==> config.mk <==
export PLATFORM = sky130hd
export DESIGN_NAME = mem_cfg_regs
export DESIGN_NICKNAME = d
export VERILOG_FILES = /design/src/verilog/mem_pkg.sv /design/src/verilog/mem_cfg_regs.sv
export VERILOG_INCLUDE_DIRS = /design/src /design/src/verilog
export SDC_FILE = /design/constraint.sdc
export NUM_CORES = 1
export LEC_CHECK = 0
export BUFFER_PORTS_ARGS = -buffer_cell sky130_fd_sc_hd__buf_2
export CAP_MARGIN = 20
export CORE_MARGIN = 5
export CORE_UTILIZATION = 43
export DETAILED_ROUTE_END_ITERATION = 6
export MAX_ROUTING_LAYER = met4
export PLACE_DENSITY = 0.77
export SETUP_SLACK_MARGIN = 0.5
export SLEW_MARGIN = 20
export SYNTH_ARGS = -nofsm -noshare
export SYNTH_HDL_FRONTEND = slang
export SYNTH_SLANG_ARGS = --single-unit
export TNS_END_PERCENT = 30
==> constraint.sdc <==
create_clock -name clk -period 1.8 [get_ports clk]
set_input_delay 0.27 -clock clk [delete_from_list [all_inputs] [get_ports clk]]
set_output_delay 0.27 -clock clk [all_outputs]
set_load 0.01 [all_outputs]
==> src/verilog/mem_consts.svh <==
`ifndef MEM_CONSTS_SVH
`define MEM_CONSTS_SVH

// byte address space, 128 KiB
`define MEM_ADDR_W 17
`define MEM_RAM_DEPTH (1 << `MEM_ADDR_W)

// datapath widths
`define MEM_WORD_W 32
`define MEM_BYTE_W 8

// apb register offsets
`define MEM_REG_CTRL      8'h00
`define MEM_REG_FETCH_CNT 8'h04
`define MEM_REG_LOAD_CNT  8'h08
`define MEM_REG_STORE_CNT 8'h0C

// completion counters
`define MEM_CNT_W 16

`endif

==> src/verilog/mem_pkg.sv <==
`include "mem_consts.svh"

package mem_pkg;

    typedef logic [`MEM_ADDR_W-1:0] addr_t;
    typedef logic [`MEM_WORD_W-1:0] word_t;

    typedef enum logic {
        OP_READ  = 1'b0,
        OP_WRITE = 1'b1
    } mem_op_e;

    // value is the number of bytes moved
    typedef enum logic [2:0] {
        SIZE_BYTE = 3'd1,
        SIZE_HALF = 3'd2,
        SIZE_WORD = 3'd4
    } mem_size_e;

    typedef enum logic [1:0] {
        ST_IDLE  = 2'd0,
        ST_FETCH = 2'd1,
        ST_LOAD  = 2'd2,
        ST_STORE = 2'd3
    } ctrl_state_e;

    typedef logic [`MEM_CNT_W-1:0] cnt_t;

endpackage

==> src/verilog/mem_cfg_regs.sv <==
`timescale 1ns/1ps
`include "mem_consts.svh"

module mem_cfg_regs (
    input  logic        clk,
    input  logic        rst,
    input  logic        psel,
    input  logic        penable,
    input  logic        pwrite,
    input  logic [7:0]  paddr,
    input  logic [31:0] pwdata,
    output logic [31:0] prdata,
    output logic        pready,
    output logic        pslverr,
    input  logic        fetch_ok,
    input  logic        ls_ok,
    input  logic        ls_was_store,
    output logic        enable
);

    logic          acc;
    logic          wr_acc;
    logic          mapped;
    logic          cnt_clr;
    mem_pkg::cnt_t fetch_cnt;
    mem_pkg::cnt_t load_cnt;
    mem_pkg::cnt_t store_cnt;

    // saturating count, clear wins over an event
    function automatic mem_pkg::cnt_t bump(input mem_pkg::cnt_t cur,
                                           input logic clr,
                                           input logic ev);
        mem_pkg::cnt_t nxt;
        nxt = cur;
        if (clr) begin
            nxt = '0;
        end else if (ev && cur != '1) begin
            nxt = cur + 1'b1;
        end
        return nxt;
    endfunction

    assign acc     = psel && penable;
    assign wr_acc  = acc && pwrite;
    assign cnt_clr = wr_acc && paddr == `MEM_REG_CTRL && pwdata[1];
    assign mapped  = paddr == `MEM_REG_CTRL || paddr == `MEM_REG_FETCH_CNT
                     || paddr == `MEM_REG_LOAD_CNT || paddr == `MEM_REG_STORE_CNT;
    assign pready  = 1'b1;
    assign pslverr = acc && !mapped;

    always_ff @(posedge clk) begin
        if (rst) begin
            enable    <= 1'b1;
            fetch_cnt <= '0;
            load_cnt  <= '0;
            store_cnt <= '0;
        end else begin
            if (wr_acc && paddr == `MEM_REG_CTRL) begin
                enable <= pwdata[0];
            end
            fetch_cnt <= bump(fetch_cnt, cnt_clr, fetch_ok);
            load_cnt  <= bump(load_cnt, cnt_clr, ls_ok && !ls_was_store);
            store_cnt <= bump(store_cnt, cnt_clr, ls_ok && ls_was_store);
        end
    end

    // clear bit reads back as zero
    always_comb begin
        case (paddr)
            `MEM_REG_CTRL:      prdata = {31'd0, enable};
            `MEM_REG_FETCH_CNT: prdata = 32'(fetch_cnt);
            `MEM_REG_LOAD_CNT:  prdata = 32'(load_cnt);
            `MEM_REG_STORE_CNT: prdata = 32'(store_cnt);
            default:            prdata = 32'd0;
        endcase
    end

endmodule

**Word-level counts from Yosys, hierarchy flattened**

Index checks and enable logic that the tools add are counted.

- Logic and storage cells: 31
- Input bits: 48
- Bits in registers: 49
- Output and inout port bits: 35

- Reductions and logical operators: 17
- Mux-type cells: 1
- Add/sub/neg operators: 3
- Equality and inequality tests: 6

Operator list:

| kind | number |
|---|---|
| $pmux W16 S4 | 1 |
| $add A16 B1 Y16 const B | 3 |
| $ne A16 B16 Y1 const B | 3 |
| $eq A8 B4 Y1 const B | 2 |
| $logic_and A1 B1 Y1 | 10 |
| $eq A8 B3 Y1 const B | 1 |
| $logic_not A8 Y1 | 1 |
| $logic_or A1 B1 Y1 | 3 |
| $logic_not A1 Y1 | 2 |
| $reduce_or A2 Y1 | 1 |

**Logic depth before layout (Yosys ltp)**

- Depth in word-level cells: 6
- Depth in mapped cells: 6
- Depth with buffers taken out: 5

**Least setup slack after synthesis**

No wires, ideal clock.

- Path type: register to register
- Start point: register load_cnt[0]
- End point: register load_cnt[9]
- Cell stages (with the launch flop): 6
- Setup slack: 69 ps
- Arrival: 1661 ps
- Required time: 1730 ps
- Period minus slack after synthesis: 1731 ps
- Path buffers: 1
- Library setup time: 70 ps
- Path through: dfxtp_1 and4b_1 or4b_1 buf_2 or4_1 a21oi_1

- Word-level cells in the longest chain between the ends: 2
- Elaborated cells on any way between the ends: 3
- Classes of those cells: 1 x add/sub; 1 x eq/ne; 1 x reduce/logical

Ends and longest elaborated chain:

| element | line | RTL |
|---|---|---|
| from (decl) | mem_cfg_regs.sv:26 | `mem_pkg::cnt_t load_cnt;` |
| from (signal assigned) | mem_cfg_regs.sv:62 | `load_cnt <= bump(load_cnt, cnt_clr, ls_ok && !ls_was_store);` |
| branches (longest 2 deep; another with $add A16 B1 Y16) | - |  |

Several ways; the timed one is not identified.
A chain may end at the register's enable or synchronous reset.

**Final worst setup path**

- Start point: register fetch_cnt[12]
- End point: register fetch_cnt[13]

- Word-level cells in the longest chain between the ends: 2
- Elaborated cells on any way between the ends: 3
- Classes of those cells: 1 x add/sub; 1 x eq/ne; 1 x reduce/logical

Ends and longest elaborated chain:

| element | line | RTL |
|---|---|---|
| from (decl) | mem_cfg_regs.sv:25 | `mem_pkg::cnt_t fetch_cnt;` |
| from (signal assigned) | mem_cfg_regs.sv:61 | `fetch_cnt <= bump(fetch_cnt, cnt_clr, fetch_ok);` |
| branches (longest 2 deep; another with $add A16 B1 Y16) | - |  |

Several ways; the timed one is not identified.

==> results.md <==
* Crit path buffers/inverters at 2
* Leak pwr at 1.73 nW
* Initial Util at 43.7%
* Top FF cell, synth: dfxtp_1
* Per-cell routed wire length at 22.0 um
* CP max stage delay at 0.42 ns
* Crit-path slowest cell: nor4_2
* Area delta synth->final at 62.1%
* Fill cell count at 455
* Top cells by area, synth: dfxtp_1 (31%), a21oi_1 (5.6%), buf_4 (4.1%), mux2_2 (4.0%), o31ai_1 (3.9%)
* Most frequent cells after synthesis: dfxtp_1 (49), a21oi_1 (35), nor2_1 (27)
* Most frequent cell after synthesis: dfxtp_1
* Die extent in y at 95.1 um
* RSZ-0062 raised after global routing: yes
* Critical Path End Type: flop
* Crit path time final at 1.79 ns
* Top Ports at 83
* Pin count of the biggest net entering global routing at 32
* Synth top area share at 31.5%
* Clock buffer count from CTS at 5
* Root buf cell: clkbuf_8
* Critical path arrival at 2.03 ns
* Top Family by Delay on Critical Path: simple AND/OR/NAND/NOR gates
* Router iterations before antenna repair at 5
* Clk sinks at 49
* GRT Residual Overflow at 0
* Tightest hold margin at 0.195 ns
* Via density at 6.54
* Synth Instances at 390
* Avg Cell Area, Syn at 7.99 um^2
* Dpl cell area at 3650 um^2
* CTS max path bufs at 2
* Setup Crit Path Kind: flop to flop
* Worst-Skew Late Latency at 0.31 ns
* Die ar. at 9050 um^2
* Fin nets at 538
* Synth area leader: dfxtp_1
* GP Congestion at 0.888
* Post-DP HPWL at 6.33 mm
* CP Data Required Time at 2.04 ns
* Final Instance Area at 5050 um^2
* DR iter-0 viols at 396
* EDFF count, synth at 0
* H-tree depth at 2
* Port-buffer cells at 35
* Diode count at 0
* Period utilization at 99.5%
* CP Max Fanout at 6
* #FFs+latches synth at 49
* GR Util All Layers at 21.3%
* Initial antenna violation count at 0
* Fin Setup TNS at 0 ns
* Vias in the first global route at 3366
* Startpoint types: flop
* Via count at 3838
* Finished Core Util at 70.8%
* Setup skew after layout at 0.00910 ns
* Antenna viol nets, final at 0
* Max Clock Freq at 558 MHz
* Post-route DRC at 0
* Critical-path cell list: nand4_1 > nor4_2 > buf_4 > buf_6 > o31ai_2 > a21oi_1
* Clock-pin slew on the worst setup and hold paths at 0.10 ns
* Fin. max-slew vios at 0
* Die Wd at 95.1 um
* Final Hold Fails at 0
* Synth Cell Area at 3120 um^2
* Final WL at 12.9 mm
* Rel. slew slack at 64.6%
* Cts hold-fix bufs at 0
* Core Region at 7140 um^2
* Setup violations, final at 0
* Register area share after synthesis at 31.5%
* Worst Max-Slew Pin Slew at 0.524 ns
* Area of the multi-input gates at 2760 um^2
* Storage element area at 1110 um^2
* Row count at 31
* Worst hold path type: input pin to flop
* Pwr/cell area at 454 nW/um^2
* Yosys warning count at 0
* Layout cells sized above 1 at 62.3%
* CTS tree: yes
* First-pass GRT wire length at 15.1 mm
* MaxCap Viol Count at 0
* Async set-reset flop share out of synthesis at 0%
* Status: completed
* Netlist cell types at 52
* Max VDD drop at 428 uV
[placed cells by master (no fill, tap or decap), types with 6 or more instances in the layout]
cell type,instances
nand2_1,18
buf_4,45
o31ai_1,8
inv_1,11
a21oi_2,24
mux2_4,11
conb_1,17
nand4_1,16
o21ai_2,9
buf_2,30
dfxtp_2,16
o211ai_1,6
a21oi_1,11
or4_4,7
a22oi_2,14
buf_6,27
or4_1,7
or3_4,10
dfxtp_4,29
or3_1,7
nor2_1,26
o21ai_1,8
[timing repair]
action                                  in CTS  in global routing
resized for setup                           80                202
endpoints found under the setup margin      65                 65
pin swaps                                   19                125
setup buffers                               24                  9
[per-layer routing]
metal	track usage (%)	routed length [um]	vias to the layer above	part of all wire (%)
li1	-	-	1668	-
met1	24.4	4800	1869	37
met5	-	0	-	0
met3	2.92	872	78	6.8
met2	37.2	6550	223	51
met4	8.53	658	0	5.1
[layout make-up]
type,instances,area share [%]
Clock buffer,5,1.36
Inverter,14,1.09
Clock inverter,3,1.29
Timing Repair Buffer,107,17.3
Multi-Input combinational cell,310,54.5
Tap cell,99,2.45
Sequential cell,49,22.0
[flip-flops by register name, summed over array words and instances, names as in the netlist]
signal,cells
enable,1
store_cnt,16
fetch_cnt,16
load_cnt,16
[worst reg2reg max path, cell delays in order, from the launching register on]
cell and delay [ns]:
dfxtp_4 0.40, nand4_1 0.31, nor4_2 0.42, buf_4 0.21, buf_6 0.14, o31ai_2 0.07
a21oi_1 0.17
[logic make-up (layout without fill, tap and decap cells)]
group	count (synthesis)	in the layout	synth area share [%]
xor gates and xnor gates	3	3	0.843
other	2	17	0.241
DFF	49	49	31.5
adders and majority gates	3	3	1.20
and+or+nand+nor	161	161	29.7
AOI/OAI and AO/OA	109	109	22.3
buffers and inverters	46	129	7.87
muxes	17	17	6.30
[final timing paths]
path,from,to,slack (ns),cells past startpoint
max,fetch_cnt[12],fetch_cnt[13],0.009,6
min,pwdata[0],enable,0.19,3
max reg2reg,fetch_cnt[12],fetch_cnt[13],0.009,6
min reg2reg,store_cnt[7],store_cnt[7],0.52,2
[metrics by stage]
stage	setup slack, ns	cells	total power [mW]
3_3_place_gp	-0.0299	546	1.30
6_report	0.00907	587	2.29
2_1_floorplan	0.121	405	1.27
5_1_grt	-0.0720	587	2.36
3_5_place_dp	-0.0614	546	1.30
4_1_cts	0.0274	578	2.24
[power by group]
group | internal [mW] | total [mW] | switching, mW | leakage [nW]
sequential | 1.05 | 1.07 | 0.0150 | 0.427
combinational | 0.113 | 0.265 | 0.153 | 1.23
clock | 0.553 | 0.959 | 0.406 | 0.0681
total | 1.72 | 2.29 | 0.574 | 1.73
No activity file was read; power rests on OpenSTA's default activity.
