`src/verilog/mem_consts.svh`:
```
`ifndef MEM_CONSTS_SVH
`define MEM_CONSTS_SVH

// byte address space, 128 KiB
`define MEM_ADDR_W 17
`define MEM_RAM_DEPTH (1 << `MEM_ADDR_W)

// datapath widths
`define MEM_WORD_W 32
`define MEM_BYTE_W 8

// apb register offsets
`define MEM_REG_CTRL      8'h00
`define MEM_REG_FETCH_CNT 8'h04
`define MEM_REG_LOAD_CNT  8'h08
`define MEM_REG_STORE_CNT 8'h0C

// completion counters
`define MEM_CNT_W 16

`endif

```
`src/verilog/mem_pkg.sv`:
```
`include "mem_consts.svh"

package mem_pkg;

    typedef logic [`MEM_ADDR_W-1:0] addr_t;
    typedef logic [`MEM_WORD_W-1:0] word_t;

    typedef enum logic {
        OP_READ  = 1'b0,
        OP_WRITE = 1'b1
    } mem_op_e;

    // value is the number of bytes moved
    typedef enum logic [2:0] {
        SIZE_BYTE = 3'd1,
        SIZE_HALF = 3'd2,
        SIZE_WORD = 3'd4
    } mem_size_e;

    typedef enum logic [1:0] {
        ST_IDLE  = 2'd0,
        ST_FETCH = 2'd1,
        ST_LOAD  = 2'd2,
        ST_STORE = 2'd3
    } ctrl_state_e;

    typedef logic [`MEM_CNT_W-1:0] cnt_t;

endpackage

```
`src/verilog/mem_ctrl.sv`:
```
`timescale 1ns/1ps
`include "mem_consts.svh"

module mem_ctrl (
    input  logic                   clk,
    input  logic                   rst,
    input  logic                   enable,
    input  logic                   fetch_req,
    input  logic                   fetch_drop,
    input  mem_pkg::addr_t         fetch_pc,
    output logic                   fetch_ok,
    output mem_pkg::word_t         fetch_inst,
    input  logic                   ls_req,
    input  mem_pkg::mem_op_e       ls_op,
    input  mem_pkg::mem_size_e     ls_size,
    input  mem_pkg::addr_t         ls_addr,
    input  mem_pkg::word_t         ls_wdata,
    output logic                   ls_ok,
    output logic                   ls_was_store,
    output mem_pkg::word_t         ls_rdata,
    output mem_pkg::addr_t         ram_addr,
    output logic                   ram_wr,
    output logic [`MEM_BYTE_W-1:0] ram_wdata,
    input  logic [`MEM_BYTE_W-1:0] ram_rdata
);

    // running request
    mem_pkg::ctrl_state_e state;
    mem_pkg::ctrl_state_e eff_state;
    logic [2:0]           cnt;
    logic [2:0]           run_len;
    mem_pkg::addr_t       run_addr;
    mem_pkg::word_t       run_data;
    mem_pkg::word_t       rd_data;
    logic                 ram_wr_q;
    mem_pkg::addr_t       ram_addr_q;

    // one buffered request per port
    logic                 fb_valid;
    mem_pkg::addr_t       fb_pc;
    logic                 lsb_valid;
    mem_pkg::mem_op_e     lsb_op;
    mem_pkg::mem_size_e   lsb_size;
    mem_pkg::addr_t       lsb_addr;
    mem_pkg::word_t       lsb_wdata;

    logic                 drop_run;
    logic                 drop_lsb;
    logic                 fb_live;
    logic                 lsb_live;
    logic                 ls_pend;
    logic                 f_pend;
    logic                 idle;
    logic                 start_ls;
    logic                 start_f;
    logic                 cap_ls;
    logic                 cap_f;
    logic                 step_rd;
    logic                 step_st;
    logic                 at_end;

    mem_pkg::mem_op_e     sel_op;
    mem_pkg::mem_size_e   sel_size;
    mem_pkg::addr_t       sel_addr;
    mem_pkg::word_t       sel_wdata;
    mem_pkg::addr_t       start_addr;

    always_comb begin
        // drop kills running reads and buffered reads, never stores
        drop_run = fetch_drop
                   && (state == mem_pkg::ST_FETCH || state == mem_pkg::ST_LOAD);
        drop_lsb = fetch_drop && lsb_valid && lsb_op == mem_pkg::OP_READ;
        eff_state = drop_run ? mem_pkg::ST_IDLE : state;

        fb_live  = fb_valid && !fetch_drop;
        lsb_live = lsb_valid && !drop_lsb;
        ls_pend  = ls_req || lsb_live;
        f_pend   = fetch_req || fb_live;
        idle     = eff_state == mem_pkg::ST_IDLE;

        // load/store side has priority
        start_ls = enable && idle && ls_pend;
        start_f  = enable && idle && !ls_pend && f_pend;
        cap_ls   = enable && ls_req && !start_ls;
        cap_f    = enable && fetch_req && !start_f;

        step_rd = enable
                  && (eff_state == mem_pkg::ST_FETCH || eff_state == mem_pkg::ST_LOAD);
        step_st = enable && eff_state == mem_pkg::ST_STORE;
        at_end  = cnt == run_len;

        sel_op    = ls_req ? ls_op : lsb_op;
        sel_size  = ls_req ? ls_size : lsb_size;
        sel_addr  = ls_req ? ls_addr : lsb_addr;
        sel_wdata = ls_req ? ls_wdata : lsb_wdata;
        if (start_ls) begin
            start_addr = sel_addr;
        end else begin
            start_addr = fetch_req ? fetch_pc : fb_pc;
        end
    end

    always_ff @(posedge clk) begin
        if (rst) begin
            state        <= mem_pkg::ST_IDLE;
            cnt          <= 3'd0;
            fb_valid     <= 1'b0;
            lsb_valid    <= 1'b0;
            ram_wr_q     <= 1'b0;
            fetch_ok     <= 1'b0;
            ls_ok        <= 1'b0;
            ls_was_store <= 1'b0;
        end else begin
            fetch_ok <= 1'b0;
            ls_ok    <= 1'b0;
            if (enable) begin
                if (drop_run) begin
                    state <= mem_pkg::ST_IDLE;
                end

                if (cap_f) begin
                    fb_valid <= 1'b1;
                end else if (start_f || fetch_drop) begin
                    fb_valid <= 1'b0;
                end

                if (cap_ls) begin
                    lsb_valid <= 1'b1;
                end else if (start_ls || drop_lsb) begin
                    lsb_valid <= 1'b0;
                end

                if (start_ls) begin
                    state    <= (sel_op == mem_pkg::OP_WRITE) ? mem_pkg::ST_STORE
                                                              : mem_pkg::ST_LOAD;
                    cnt      <= 3'd0;
                    ram_wr_q <= 1'b0;
                end else if (start_f) begin
                    state    <= mem_pkg::ST_FETCH;
                    cnt      <= 3'd0;
                    ram_wr_q <= 1'b0;
                end else if (step_rd || step_st) begin
                    if (at_end) begin
                        state    <= mem_pkg::ST_IDLE;
                        ram_wr_q <= 1'b0;
                        if (state == mem_pkg::ST_FETCH) begin
                            fetch_ok <= 1'b1;
                        end else begin
                            ls_ok        <= 1'b1;
                            ls_was_store <= step_st;
                        end
                    end else begin
                        cnt      <= cnt + 3'd1;
                        ram_wr_q <= step_st;
                    end
                end
            end
        end
    end

    always_ff @(posedge clk) begin
        if (cap_f) begin
            fb_pc <= fetch_pc;
        end
        if (cap_ls) begin
            lsb_op    <= ls_op;
            lsb_size  <= ls_size;
            lsb_addr  <= ls_addr;
            lsb_wdata <= ls_wdata;
        end

        if (start_ls || start_f) begin
            rd_data <= '0;
            if (start_ls) begin
                run_len  <= sel_size;
                run_data <= sel_wdata;
            end else begin
                run_len <= 3'd4;
            end
            if (start_ls && sel_op == mem_pkg::OP_WRITE) begin
                run_addr <= start_addr;
            end else begin
                // first read address goes out with the start
                ram_addr_q <= start_addr;
                run_addr   <= start_addr + mem_pkg::addr_t'(1);
            end
        end else if (step_rd) begin
            // byte arrives one cycle after its address
            case (cnt)
                3'd1: rd_data[7:0]   <= ram_rdata;
                3'd2: rd_data[15:8]  <= ram_rdata;
                3'd3: rd_data[23:16] <= ram_rdata;
                3'd4: rd_data[31:24] <= ram_rdata;
                default: ;
            endcase
            if (!at_end) begin
                ram_addr_q <= run_addr;
                run_addr   <= run_addr + mem_pkg::addr_t'(1);
            end
        end else if (step_st && !at_end) begin
            ram_addr_q <= run_addr;
            ram_wdata  <= run_data[7:0];
            run_data   <= run_data >> 8;
            run_addr   <= run_addr + mem_pkg::addr_t'(1);
        end
    end

    // while frozen mid-read the RAM keeps reading the byte still owed
    assign ram_addr = (!enable && cnt != 3'd0
                       && (state == mem_pkg::ST_FETCH || state == mem_pkg::ST_LOAD))
                      ? ram_addr_q - mem_pkg::addr_t'(1) : ram_addr_q;

    // frozen while disabled
    assign ram_wr     = ram_wr_q && enable;
    assign fetch_inst = rd_data;
    assign ls_rdata   = rd_data;

endmodule

```
`config.mk`:
```
export PLATFORM = sky130hd
export DESIGN_NAME = mem_ctrl
export DESIGN_NICKNAME = d
export VERILOG_FILES = /design/src/verilog/mem_pkg.sv /design/src/verilog/mem_ctrl.sv
export VERILOG_INCLUDE_DIRS = /design/src /design/src/verilog
export SDC_FILE = /design/constraint.sdc
export NUM_CORES = 1
export LEC_CHECK = 0
export ABC_AREA = 1
export BUFFER_PORTS_ARGS = -buffer_cell sky130_fd_sc_hd__buf_2
export CORE_MARGIN = 2
export CORE_UTILIZATION = 31
export CTS_BUF_LIST = sky130_fd_sc_hd__clkbuf_8
export DETAILED_ROUTE_END_ITERATION = 16
export PLACE_DENSITY_LB_ADDON = 0.25
export SLEW_MARGIN = 20
export SYNTH_ARGS = -nofsm -noshare
export SYNTH_HDL_FRONTEND = slang
export SYNTH_SLANG_ARGS = --single-unit
```
`constraint.sdc`:
```
create_clock -name clk -period 4.87 [get_ports clk]
set_clock_uncertainty 0.05 [all_clocks]
set_input_delay 0.487 -clock clk [delete_from_list [all_inputs] [get_ports clk]]
set_output_delay 0.487 -clock clk [all_outputs]
set_load 0.005 [all_outputs]
```
Word level (Yosys, flattened, before mapping)
Index checks and enable logic that the tools add are counted.

storage, ports and cells
  output and inout bits = 93
  input bits = 84
  word-level logic and storage cells = 147
  register bits = 190

cells by class
  add/sub/neg operators = 4
  equal/unequal tests = 15
  reductions and logical operators = 56
  multiplexer cells = 41
  bitwise gates (word level) = 9

operators by type and width
  cell                                                number
  2-to-1 mux 17 bit                                   14
  2-to-1 mux 32 bit                                   5
  adder 17 x 1 -> 17 bit, second input constant       2
  logical AND 1 bit                                   20
  subtractor 17 x 1 -> 17 bit, second input constant  1
  AND reduction 2 bit                                 8
  2-to-1 mux 3 bit                                    5
  2-to-1 mux 1 bit                                    12
  AND reduction 3 bit                                 4
  2-to-1 mux 2 bit                                    5
  NOT 1 bit                                           9
  nonzero test 3 bit                                  3
  logical OR 1 bit                                    8
  zero test 1 bit                                     7
  == test 2 bit, second input constant                3
  == test 3 x 2 -> 1 bit, second input constant       2
  AND reduction 6 bit                                 1
  nonzero test 2 bit                                  3
  OR reduction 6 bit                                  1
  == test 2 x 1 -> 1 bit, second input constant       2
  != test 2 bit, second input constant                2
  adder 3 x 1 -> 3 bit, second input constant         1
  == test 3 x 1 -> 1 bit, second input constant       1
  == test 3 bit                                       1
  5 further kinds                                     5

Logic depth before layout (Yosys ltp)
Gate-level depths: netlist of run 1.

  depth in word-level cells = 12
  mapped depth = 22
  gate-level depth less buffers = 21

Least setup slack after synthesis of run 1
Ideal clock, no wire load.

  path kind = reg2reg
  start point = register state[1]
  end point = register run_data[0], enable pin
  stages on the path, launching flop included = 11
  data arrival time = 3.193 ns
  path slack = 1.195 ns
  buffers on the path = 2
  setup time = 0.432 ns
  required time = 4.388 ns
  cell sequence = dfxtp_1 inv_1 ha_1 o21ai_0 ha_1 nand2_4 inv_6 nand2_4 buf_12 buf_8 a21oi_1

between the ends
  word-level cells in the longest chain between the ends = 11

RTL lines
  element                                                         RTL line                        source
  start, declared                                                 mem_ctrl.sv:28                  mem_pkg::ctrl_state_e state;
  start signal, assigned                                          mem_ctrl.sv:105                 state <= mem_pkg::ST_IDLE;
  start signal, assigned                                          mem_ctrl.sv:118                 state <= mem_pkg::ST_IDLE;
  start signal, assigned                                          mem_ctrl.sv:134                 state <= (sel_op == mem_pkg::OP_WRITE) ? mem_pkg::ST_STORE
  == test 2 x 1 -> 1 bit / == test 2 bit (equally long branches)  mem_ctrl.sv:71                  && (state == mem_pkg::ST_FETCH || state == mem_pkg::ST_LOAD);
  logical OR 1 bit                                                mem_ctrl.sv:71
  logical AND 1 bit                                               mem_ctrl.sv:71
  2-to-1 mux 2 bit (*)                                            mem_ctrl.sv:73                  eff_state = drop_run ? mem_pkg::ST_IDLE : state;
  zero test 2 bit                                                 mem_ctrl.sv:79                  idle = eff_state == mem_pkg::ST_IDLE;
  logical AND 1 bit                                               mem_ctrl.sv:82, mem_ctrl.sv:83
  logical AND 1 bit (2 in a row)                                  mem_ctrl.sv:83                  start_f = enable && idle && !ls_pend && f_pend;
  logical OR 1 bit                                                mem_ctrl.sv:172                 if (start_ls || start_f) begin
  != test 2 x 1 -> 1 bit (no line), or another cell as far along  --
  AND reduction 3 bit (no line) (*)                               --
  end signal, assigned                                            mem_ctrl.sv:176                 run_data <= sel_wdata;
  end signal, assigned                                            mem_ctrl.sv:203                 run_data <= run_data >> 8;
  end, declared                                                   mem_ctrl.sv:33                  mem_pkg::word_t run_data;

Mark *: on every way between the ends. The rest lies on a longest branch, timed or not.
A chain may end at the register's enable or synchronous reset.

Worst setup path in the final report of run 1
  start point = register state[1]
  end point = register run_addr[8], enable pin

between the ends
  word-level cells in the longest chain between the ends = 11

RTL lines
  element                                                                        RTL line                        source
  == test 2 x 1 -> 1 bit / == test 2 bit (equally long branches)                 mem_ctrl.sv:71
  logical OR 1 bit                                                               mem_ctrl.sv:71
  logical AND 1 bit                                                              mem_ctrl.sv:71
  2-to-1 mux 2 bit (*)                                                           mem_ctrl.sv:73
  zero test 2 bit                                                                mem_ctrl.sv:79
  logical AND 1 bit                                                              mem_ctrl.sv:82, mem_ctrl.sv:83
  logical AND 1 bit (2 in a row)                                                 mem_ctrl.sv:83
  logical OR 1 bit                                                               mem_ctrl.sv:172
  != test 3 x 2 -> 1 bit (no line) / nonzero test 3 bit (equally long branches)  --
  AND reduction 2 bit (no line) (*)                                              --
  end signal, assigned                                                           mem_ctrl.sv:181                 run_addr <= start_addr;
  end signal, assigned                                                           mem_ctrl.sv:185                 run_addr <= start_addr + mem_pkg::addr_t'(1);
  end signal, assigned                                                           mem_ctrl.sv:198                 run_addr <= run_addr + mem_pkg::addr_t'(1);
  end, declared                                                                  mem_ctrl.sv:32                  mem_pkg::addr_t run_addr;

Marks and branches as above.

==> results of run 1 <==
## state kept, by name, summed over array words and instances, names as in the netlist
name          count
cnt               3
ls_was_store      1
run_addr         17
lsb_op            1
lsb_addr         17
lsb_valid         1
lsb_size          3
fetch_ok          1
state             2
lsb_wdata        32
ram_wdata         8
run_len           3
ls_ok             1
fetch_inst       32
fb_valid          1
ram_addr_q       17
ram_wr_q          1
run_data         32
fb_pc            17
## worst min path at each step
stage | from | to | cells past startpoint
after floorplan | run_data[0]$_DFFE_PP_ | ram_wdata[0]$_DFFE_PP_ | 0
after global placement | run_data[4]$_DFFE_PP_ | ram_wdata[4]$_DFFE_PP_ | 0
after detailed placement | run_data[1]$_DFFE_PP_ | ram_wdata[1]$_DFFE_PP_ | 0
after CTS | ls_wdata[9] | lsb_wdata[9]$_DFFE_PP_ | 1
after global routing | ls_wdata[17] | lsb_wdata[17]$_DFFE_PP_ | 1
final | ls_wdata[9] | lsb_wdata[9]$_DFFE_PP_ | 1
## power groups by stage
stage	sequential [W]	clock (W)	combinational (W)
2_1_floorplan	0.00200	0	0.000460
3_3_place_gp	0.00202	0	0.000645
3_5_place_dp	0.00202	0	0.000649
4_1_cts	0.00198	0.00115	0.000651
5_1_grt	0.00200	0.00120	0.000741
6_report	0.00198	0.00111	0.000647
## logic make-up (layout without fill, tap and decap cells)
kind of cell | after synthesis | count (layout) | synth area share (%)
AND/OR/NAND/NOR | 503 | 503 | 23.3
flip-flops | 190 | 190 | 55.0
buffers and inverters | 161 | 298 | 8.62
AO/OA/AOI/OAI | 143 | 143 | 8.49
XOR/XNOR | 20 | 20 | 1.83
multiplexers | 12 | 12 | 1.25
adder cells (fa/ha/maj) | 11 | 11 | 1.44
other | 0 | 1 | 0
## metrics by stage
step	std cells	hold slack, ns	total power [W]	util, %
floorplan	1040	0.350	0.00246	-
global placement	1540	0.356	0.00266	34.5
detailed placement	1540	0.355	0.00267	34.5
CTS	1572	0.103	0.00379	35.9
global route	1573	0.105	0.00394	36.0
finish	1574	0.135	0.00374	36.0
## synthesized netlist by cell type, types with 12 or more instances
library cell  number  share of area (%)
xor2_1            13                1.2
nor2_1            81                3.2
dfxtp_1           43                9.0
o21ai_0           32                1.7
edfxtp_1         147                 46
nand3_1           62                3.2
a31oi_1           25                1.6
mux2i_1           12                1.3
nand2_2           14               0.91
inv_1             74                2.9
nand4_1           27                1.8
nand2_1          278                 11
clkbuf_1          12               0.47
buf_4             38                3.0
a21oi_1           55                2.9
buf_2             17               0.89
## worst reg2reg max path: stages (launching register included)
cell,delay [ns]
dfxtp_1,0.36
inv_1,0.07
ha_1,0.32
o21ai_0,0.24
ha_1,0.23
nand2_4,0.07
inv_6,0.14
nand2_4,0.25
nand2_4,0.68
a21oi_2,0.15
inv_1,0.60
## area by class of cell
class                   instances  area (um2)
repair buffers                183         953
multi-input cells             689        3500
well taps                     396         495
flip-flops and latches        190        5280
fillers                      3112       19500
diodes                          1        2.50
inverters                      83         319
clock inverters                15         201
clock buffers                  17         234
## metal layers
layer,share of wire (%),routed length [um]
met1,50,11900
met3,5.2,1250
met4,1.3,312
met2,44,10400
met5,0,0
## cell usage in the layout (no fill, tap or decap), drive strengths merged
cell and n:
a211oi 3, a21boi 9, a21oi 56, a31oi 25, and2 2, buf 183
clkbuf 17, clkinv 8, dfxtp 43, diode 1, edfxtp 147, ha 11
inv 90, mux2i 12, nand2 295, nand3 63, nand3b 3, nand4 28
nor2 94, nor3 13, nor4 1, o211ai 2, o21ai 44, o21bai 1
o22ai 1, o31ai 2, or2 4, xnor2 7, xor2 13
==> summary.md, run 1 <==
| Metric | Value |
|---|---|
| H-tree Lvls | `4` |
| Worst setup path startpoint | `state[1]$_SDFFE_PP0P_` |
| Cells after synthesis | `1040` |
| Slew of the pin with the lowest slew margin | `0.822 ns` |
| Post-Syn Nets | `1135` |
| Fin. Hold Viols | `0` |
| Clock slew at reported path FFs | `0.13 ns` |
| Port bufs | `176` |
| Post-Syn Area | `9580 um2` |
| Max frequency | `0.282 GHz` |
| Clock network power share | `29.7%` |
| Post-CTS sizing | `0` |
| Worst path depth | `10` |
| Final setup margin | `1.33 ns` |
| Power share of the combinational group | `17.3%` |
| Element type at the critical path end | `flip-flop` |
| M1 GR Usage | `21.5%` |
| Worst Setup EP | `run_addr[8]$_DFFE_PP_` |
| Clock tree buffer depth | `2` |
| Post-CTS Hold Buffers | `0` |
| GRT Resource Usage Total | `14.8%` |
| Vias/cell | `4.63` |
| Peak supply drop | `0.000153 V` |
| Area grow syn2layout | `14.6%` |
| Fin nets | `1259` |
| Slew margin rel. | `44.9%` |
| Gr busiest metal | `met2` |
| Mapped Avg Cell Area | `9.22 um2` |
| CTS tree | `built` |
| Register-to-Register Path Depth | `10` |
| Placed inst area | `10500 um2` |
| Critical Path Start Type | `flip-flop` |
| Worst Hold Class | `primary input to flip-flop` |
| Core area | `30500 um2` |
| Pre-antenna DRT Iters | `5` |
| Setup Viol. Count Final | `0` |
| Max-cap violations | `0` |
| Critical path, cell by cell | `inv_1 > ha_1 > o21ai_0 > ha_1 > nand2_4 > inv_6 > nand2_4 > nand2_4 > a21oi_2 > inv_1` |
| Power share of the sequential group | `53.0%` |
| Worst reg-to-reg setup slack | `1.33 ns` |
| Sw power | `0.00120 W` |
| Max-slew violation count | `0` |
| Leakage power | `4.59 nW` |
| Die H | `180 um` |
| Layout cells sized above 1 | `22.8%` |
| Clock Sinks | `190` |
| Number of synthesized flops with an enable pin | `147` |
| Drt initial violations | `467` |
| Setup TNS | `0 ns` |
| Cts bufs inserted | `17` |
| # DRC | `0` |
| Int Power | `0.00254 W` |
| Cell variety after synth | `50` |
| Most used DFF post-synth | `edfxtp_1` |
| Synth Register Bits | `190` |
| Vias in the first global route | `6975` |
| First-pass GRT wire length | `38.1 mm` |
| Slowest cell delay on critical path | `0.67 ns` |
| Clk_lat worst skew | `0.48 ns` |
| Row count | `64` |
| Die Wd | `180 um` |
| Outcome | `completed` |
| RR Endpoint | `run_addr[8]$_DFFE_PP_` |
| Critical Path RT | `4.92 ns` |
| Synth Warn # | `0` |
| Slowest cell on the critical path | `nand2_4` |
| Power per cell area | `340 nW/um2` |
| CTS root buf | `clkbuf_8` |
| Setup CP Type | `flip-flop to flip-flop` |
| Gpl congestion | `0.850` |
| Grt ovf | `0` |
| CP arrival | `3.60 ns` |
| Initial antenna violation count | `1` |
| Initial core utilization | `31.4%` |
| Fin area | `11000 um2` |
| Final HPWL DP | `17.3 mm` |
| GR Layer Usage met3 | `2.74%` |
| CP dominant cell by count | `nand2_4` |
| Crit Path Max Fanout | `69` |
| Share of async-settable or async-resettable flops after synthesis | `0%` |
| Routed Antenna Nets | `0` |
| Minimum clock period | `3.54 ns` |
| Sw frac | `32.1%` |
| Crit share post-route | `72.8%` |
| Total wire length | `23.8 mm` |
| Cell family with most CP delay | `simple AND/OR/NAND/NOR gates` |
| Met2 usage | `22.5%` |
| Sequential area share after synthesis | `55.0%` |
| Largest net degree at the start of global routing | `70` |
| Pre-CTS WS | `1.36 ns` |
| RSZ-0062 raised after global routing | `no` |
| I/O pin total | `177` |
| WP buf/inv | `3` |
| Die area | `32300 um2` |
| Detailed-route via count | `7294` |
| Routed WL per cell | `15.1 um` |
| Setup Fix Bufs, Post-CTS | `0` |
| RR Startpoint | `state[1]$_SDFFE_PP0P_` |
No activity file was read; power rests on OpenSTA's default activity.
==> run 2: changes to the inputs <==
Settings changed: ABC_AREA 1 to 0.
Clock period 4.87 ns to 3.43 ns, I/O delays scaled along.
==> summary.md, run 2 <==
| Metric | Value |
|---|---|
| Outcome | `completed` |
| Hold Path Depth | `1` |
| Largest family of logic cells by synthesized area | `simple AND/OR/NAND/NOR gates` |
| Met2 usage | `21.0%` |
| Pre-antenna DRT Iters | `7` |
| Detailed-route via count | `6694` |
| Number of synthesized flops with an enable pin | `147` |
| Most frequent cells in the layout | `175 x buf_2, 147 x edfxtp_1, 146 x nand2_1, 74 x mux2i_1` |
| Clock slew at reported path FFs | `0.11 ns` |
| Hold_ws | `0.0308 ns` |
| Worst reg-to-reg setup slack | `0.17 ns` |
| Antenna cells | `0` |
| Layout cells sized above 1 | `24.7%` |
| Routed Antenna Nets | `0` |
| Final HPWL DP | `16.3 mm` |
| Gr busiest metal | `met1` |
| Fin. Hold Viols | `0` |
| Setup Viol. Count Final | `0` |
| Mapped Avg Cell Area | `11.1 um2` |
| Slowest cell delay on critical path | `0.42 ns` |
| Cells after synthesis | `847` |
| Clock Sinks | `190` |
| Max-cap violations | `0` |
| Final Non-Filler Cells | `1444` |
| Crit Path Max Fanout | `7` |
| Total wire length | `22.6 mm` |
| Setup CP Type | `flip-flop to flip-flop` |
| # DRC | `0` |
| Critical Path Start Type | `flip-flop` |
| Worst Hold Class | `primary input to flip-flop` |
| Initial antenna violation count | `0` |
| Fin nets | `1136` |
| CTS root buf | `clkbuf_8` |
| Synth top cells by count | `147 x edfxtp_1, 146 x nand2_1, 74 x mux2i_1` |
| Max frequency | `0.307 GHz` |
| H-tree Lvls | `4` |
| Gpl congestion | `0.844` |
| Max-slew violation count | `0` |
| Vias/cell | `4.64` |
| Crit share post-route | `94.9%` |
| Sequential area share after synthesis | `56.1%` |
| Compound-gate portion of the synthesized area | `8.14%` |
| Post-Syn Area | `9400 um2` |
| Slowest cell on the critical path | `or3_4` |
| Largest net degree at the start of global routing | `64` |
| Peak supply drop | `0.000224 V` |
| Synth Register Bits | `190` |
| CTS tree | `built` |
| GRT Resource Usage Total | `14.5%` |
| Simple-gate share of the synthesized area | `15.3%` |
| Slew of the pin with the lowest slew margin | `0.838 ns` |
| Fin area | `11400 um2` |
| Initial core utilization | `31.6%` |
| Area contributors post-synth | `edfxtp_1 47%, dfxtp_1 9.2%, mux2i_1 7.9%` |
| Share of async-settable or async-resettable flops after synthesis | `0%` |
| Die H | `178 um` |
| Top-area cell type share of the netlist area | `47.0%` |
| Core area | `29700 um2` |
| Minimum clock period | `3.26 ns` |
| Clk_lat worst skew | `0.48 ns` |
| Post-synthesis mux area share | `9.38%` |
| Hold wc startpoint | `ls_addr[14]` |
| First-pass GRT wire length | `35.3 mm` |
| Register-to-Register Path Depth | `15` |
| Row count | `63` |
| RR Endpoint | `run_addr[12]$_DFFE_PP_` |
| Most common cell in the netlist | `edfxtp_1` |
| Drt initial violations | `585` |
| Element type at the critical path end | `flip-flop` |
| Routed WL per cell | `15.6 um` |
| Setup TNS | `0 ns` |
| I/O pin total | `177` |
| Post-Syn Nets | `942` |
| Area share of fa/ha/maj cells after synthesis | `1.46%` |
| Die Wd | `178 um` |
| Die area | `31700 um2` |
| Synth Warn # | `0` |
| Critical path, cell by cell | `inv_1 > ha_1 > nand2b_1 > nand2_1 > ha_2 > o211ai_2 > buf_4 > nor2_2 > a211oi_1 > a21oi_1 > ha_1 > nand2b_2 > or3_4 > nor4b_2 > a211o_1` |
| Grt ovf | `0` |
| RR Startpoint | `state[1]$_SDFFE_PP0P_` |
| RSZ-0062 raised after global routing | `yes` |
| Hold EP | `lsb_addr[14]$_DFFE_PP_` |
| Most area-hungry cell type in the Yosys netlist | `edfxtp_1` |
| GR Layer Usage met3 | `2.90%` |
| Placed inst area | `10500 um2` |
| Clock tree buffer depth | `2` |
| Cell variety after synth | `66` |
| Layout fillers | `2948` |
| Power per cell area | `446 nW/um2` |
| Post-Synth XOR/XNOR Area | `4.10%` |
| Most used DFF post-synth | `edfxtp_1` |
| CP dominant cell by count | `ha_1` |
| Cts bufs inserted | `17` |
| Critical Path RT | `3.73 ns` |
| CP arrival | `3.55 ns` |
| Port bufs | `176` |
| Commonest non-fill, non-tap cell in the layout | `buf_2` |
| M1 GR Usage | `22.0%` |
| Placed cell count | `1361` |
| Vias in the first global route | `6352` |
| Area grow syn2layout | `21.5%` |
| Leakage power | `4.56 nW` |
| Slew margin rel. | `44.2%` |
==> run 2: cell types whose count changed in the layout (fill, tap and decap cells not counted), moves of 23 or more <==
cell           before  now
nand2_1           278  146
mux2i_1            12   74
inv_1              73   13
nand3_1            62   18
nor2_1             81   50
xnor2_1             7   32
a31oi_1            25    2
dlygate4sd3_1       0   50
==> run 2: logic make-up after synthesis <==
group	after synthesis
AOI/OAI and AO/OA	129
buffers and inverters	84
and+or+nand+nor	303
DFF	190
xor gates and xnor gates	44
muxes	86
adders and majority gates	11
==> run 2: cell type report <==
| cell class | count | area (um2) | area share (%) |
|---|---|---|---|
| repair buffers | 246 | 1560 | 13.7 |
| multi-input cells | 573 | 3660 | 32.1 |
| flip-flops and latches | 190 | 5280 | 46.2 |
| clock inverters | 15 | 146 | 1.28 |
| well taps | 390 | 488 | 4.27 |
| inverters | 13 | 48.8 | 0.427 |
| clock buffers | 17 | 234 | 2.05 |
==> run 2: metrics by stage <==
stage               total power (W)  setup slack [ns]  util (%)
floorplan                   0.00333            0.0884         -
global placement            0.00363             0.189      35.3
detailed placement          0.00364            0.0527      35.3
CTS                         0.00515           0.00128      38.3
global route                0.00537          -0.00923      38.4
finish                      0.00509             0.173      38.4
==> run 2: power breakdown <==
group	internal, W	switching (W)	total (W)
Combinational	0.000355	0.000502	0.000857
Clock	0.000539	0.000919	0.00146
Sequential	0.00268	0.0000952	0.00278
==> run 2: metal layers <==
metal	up-vias	part of all wire, %
met5	-	0
met4	0	1.2
met3	19	5.3
met2	189	42
met1	3104	51
li1	3382	-
==> run 2: critical path, delay by kind of cell, from the launching register on <==
| kind | cells | cell delay [ns] |
|---|---|---|
| and+or+nand+nor | 6 | 1.21 |
| buffers and inverters | 2 | 0.23 |
| AOI/OAI and AO/OA | 4 | 0.52 |
| DFF | 1 | 0.38 |
| adders and majority gates | 3 | 0.74 |
==> run 2: worst max-delay path by stage <==
stage,startpoint,end,slack [ns],cells after the start
detailed placement,state[1]$_SDFFE_PP0P_,run_addr[12]$_DFFE_PP_,0.05,13
global route,state[1]$_SDFFE_PP0P_,ram_addr[11],-0.009,9
global placement,state[1]$_SDFFE_PP0P_,run_addr[12]$_DFFE_PP_,0.19,13
floorplan,state[1]$_SDFFE_PP0P_,run_addr[12]$_DFFE_PP_,0.09,15
finish,state[1]$_SDFFE_PP0P_,run_addr[12]$_DFFE_PP_,0.17,15
CTS,state[1]$_SDFFE_PP0P_,ram_addr[11],0.001,9
==> run 2: timing repair <==
item | 4_1_cts | 5_1_grt
resized for setup | 0 | 8
hold buffers | 49 | 1
buffers inserted | 0 | 1
hold endpoints to repair | 49 | 1
endpoints found under the setup margin | 0 | 11
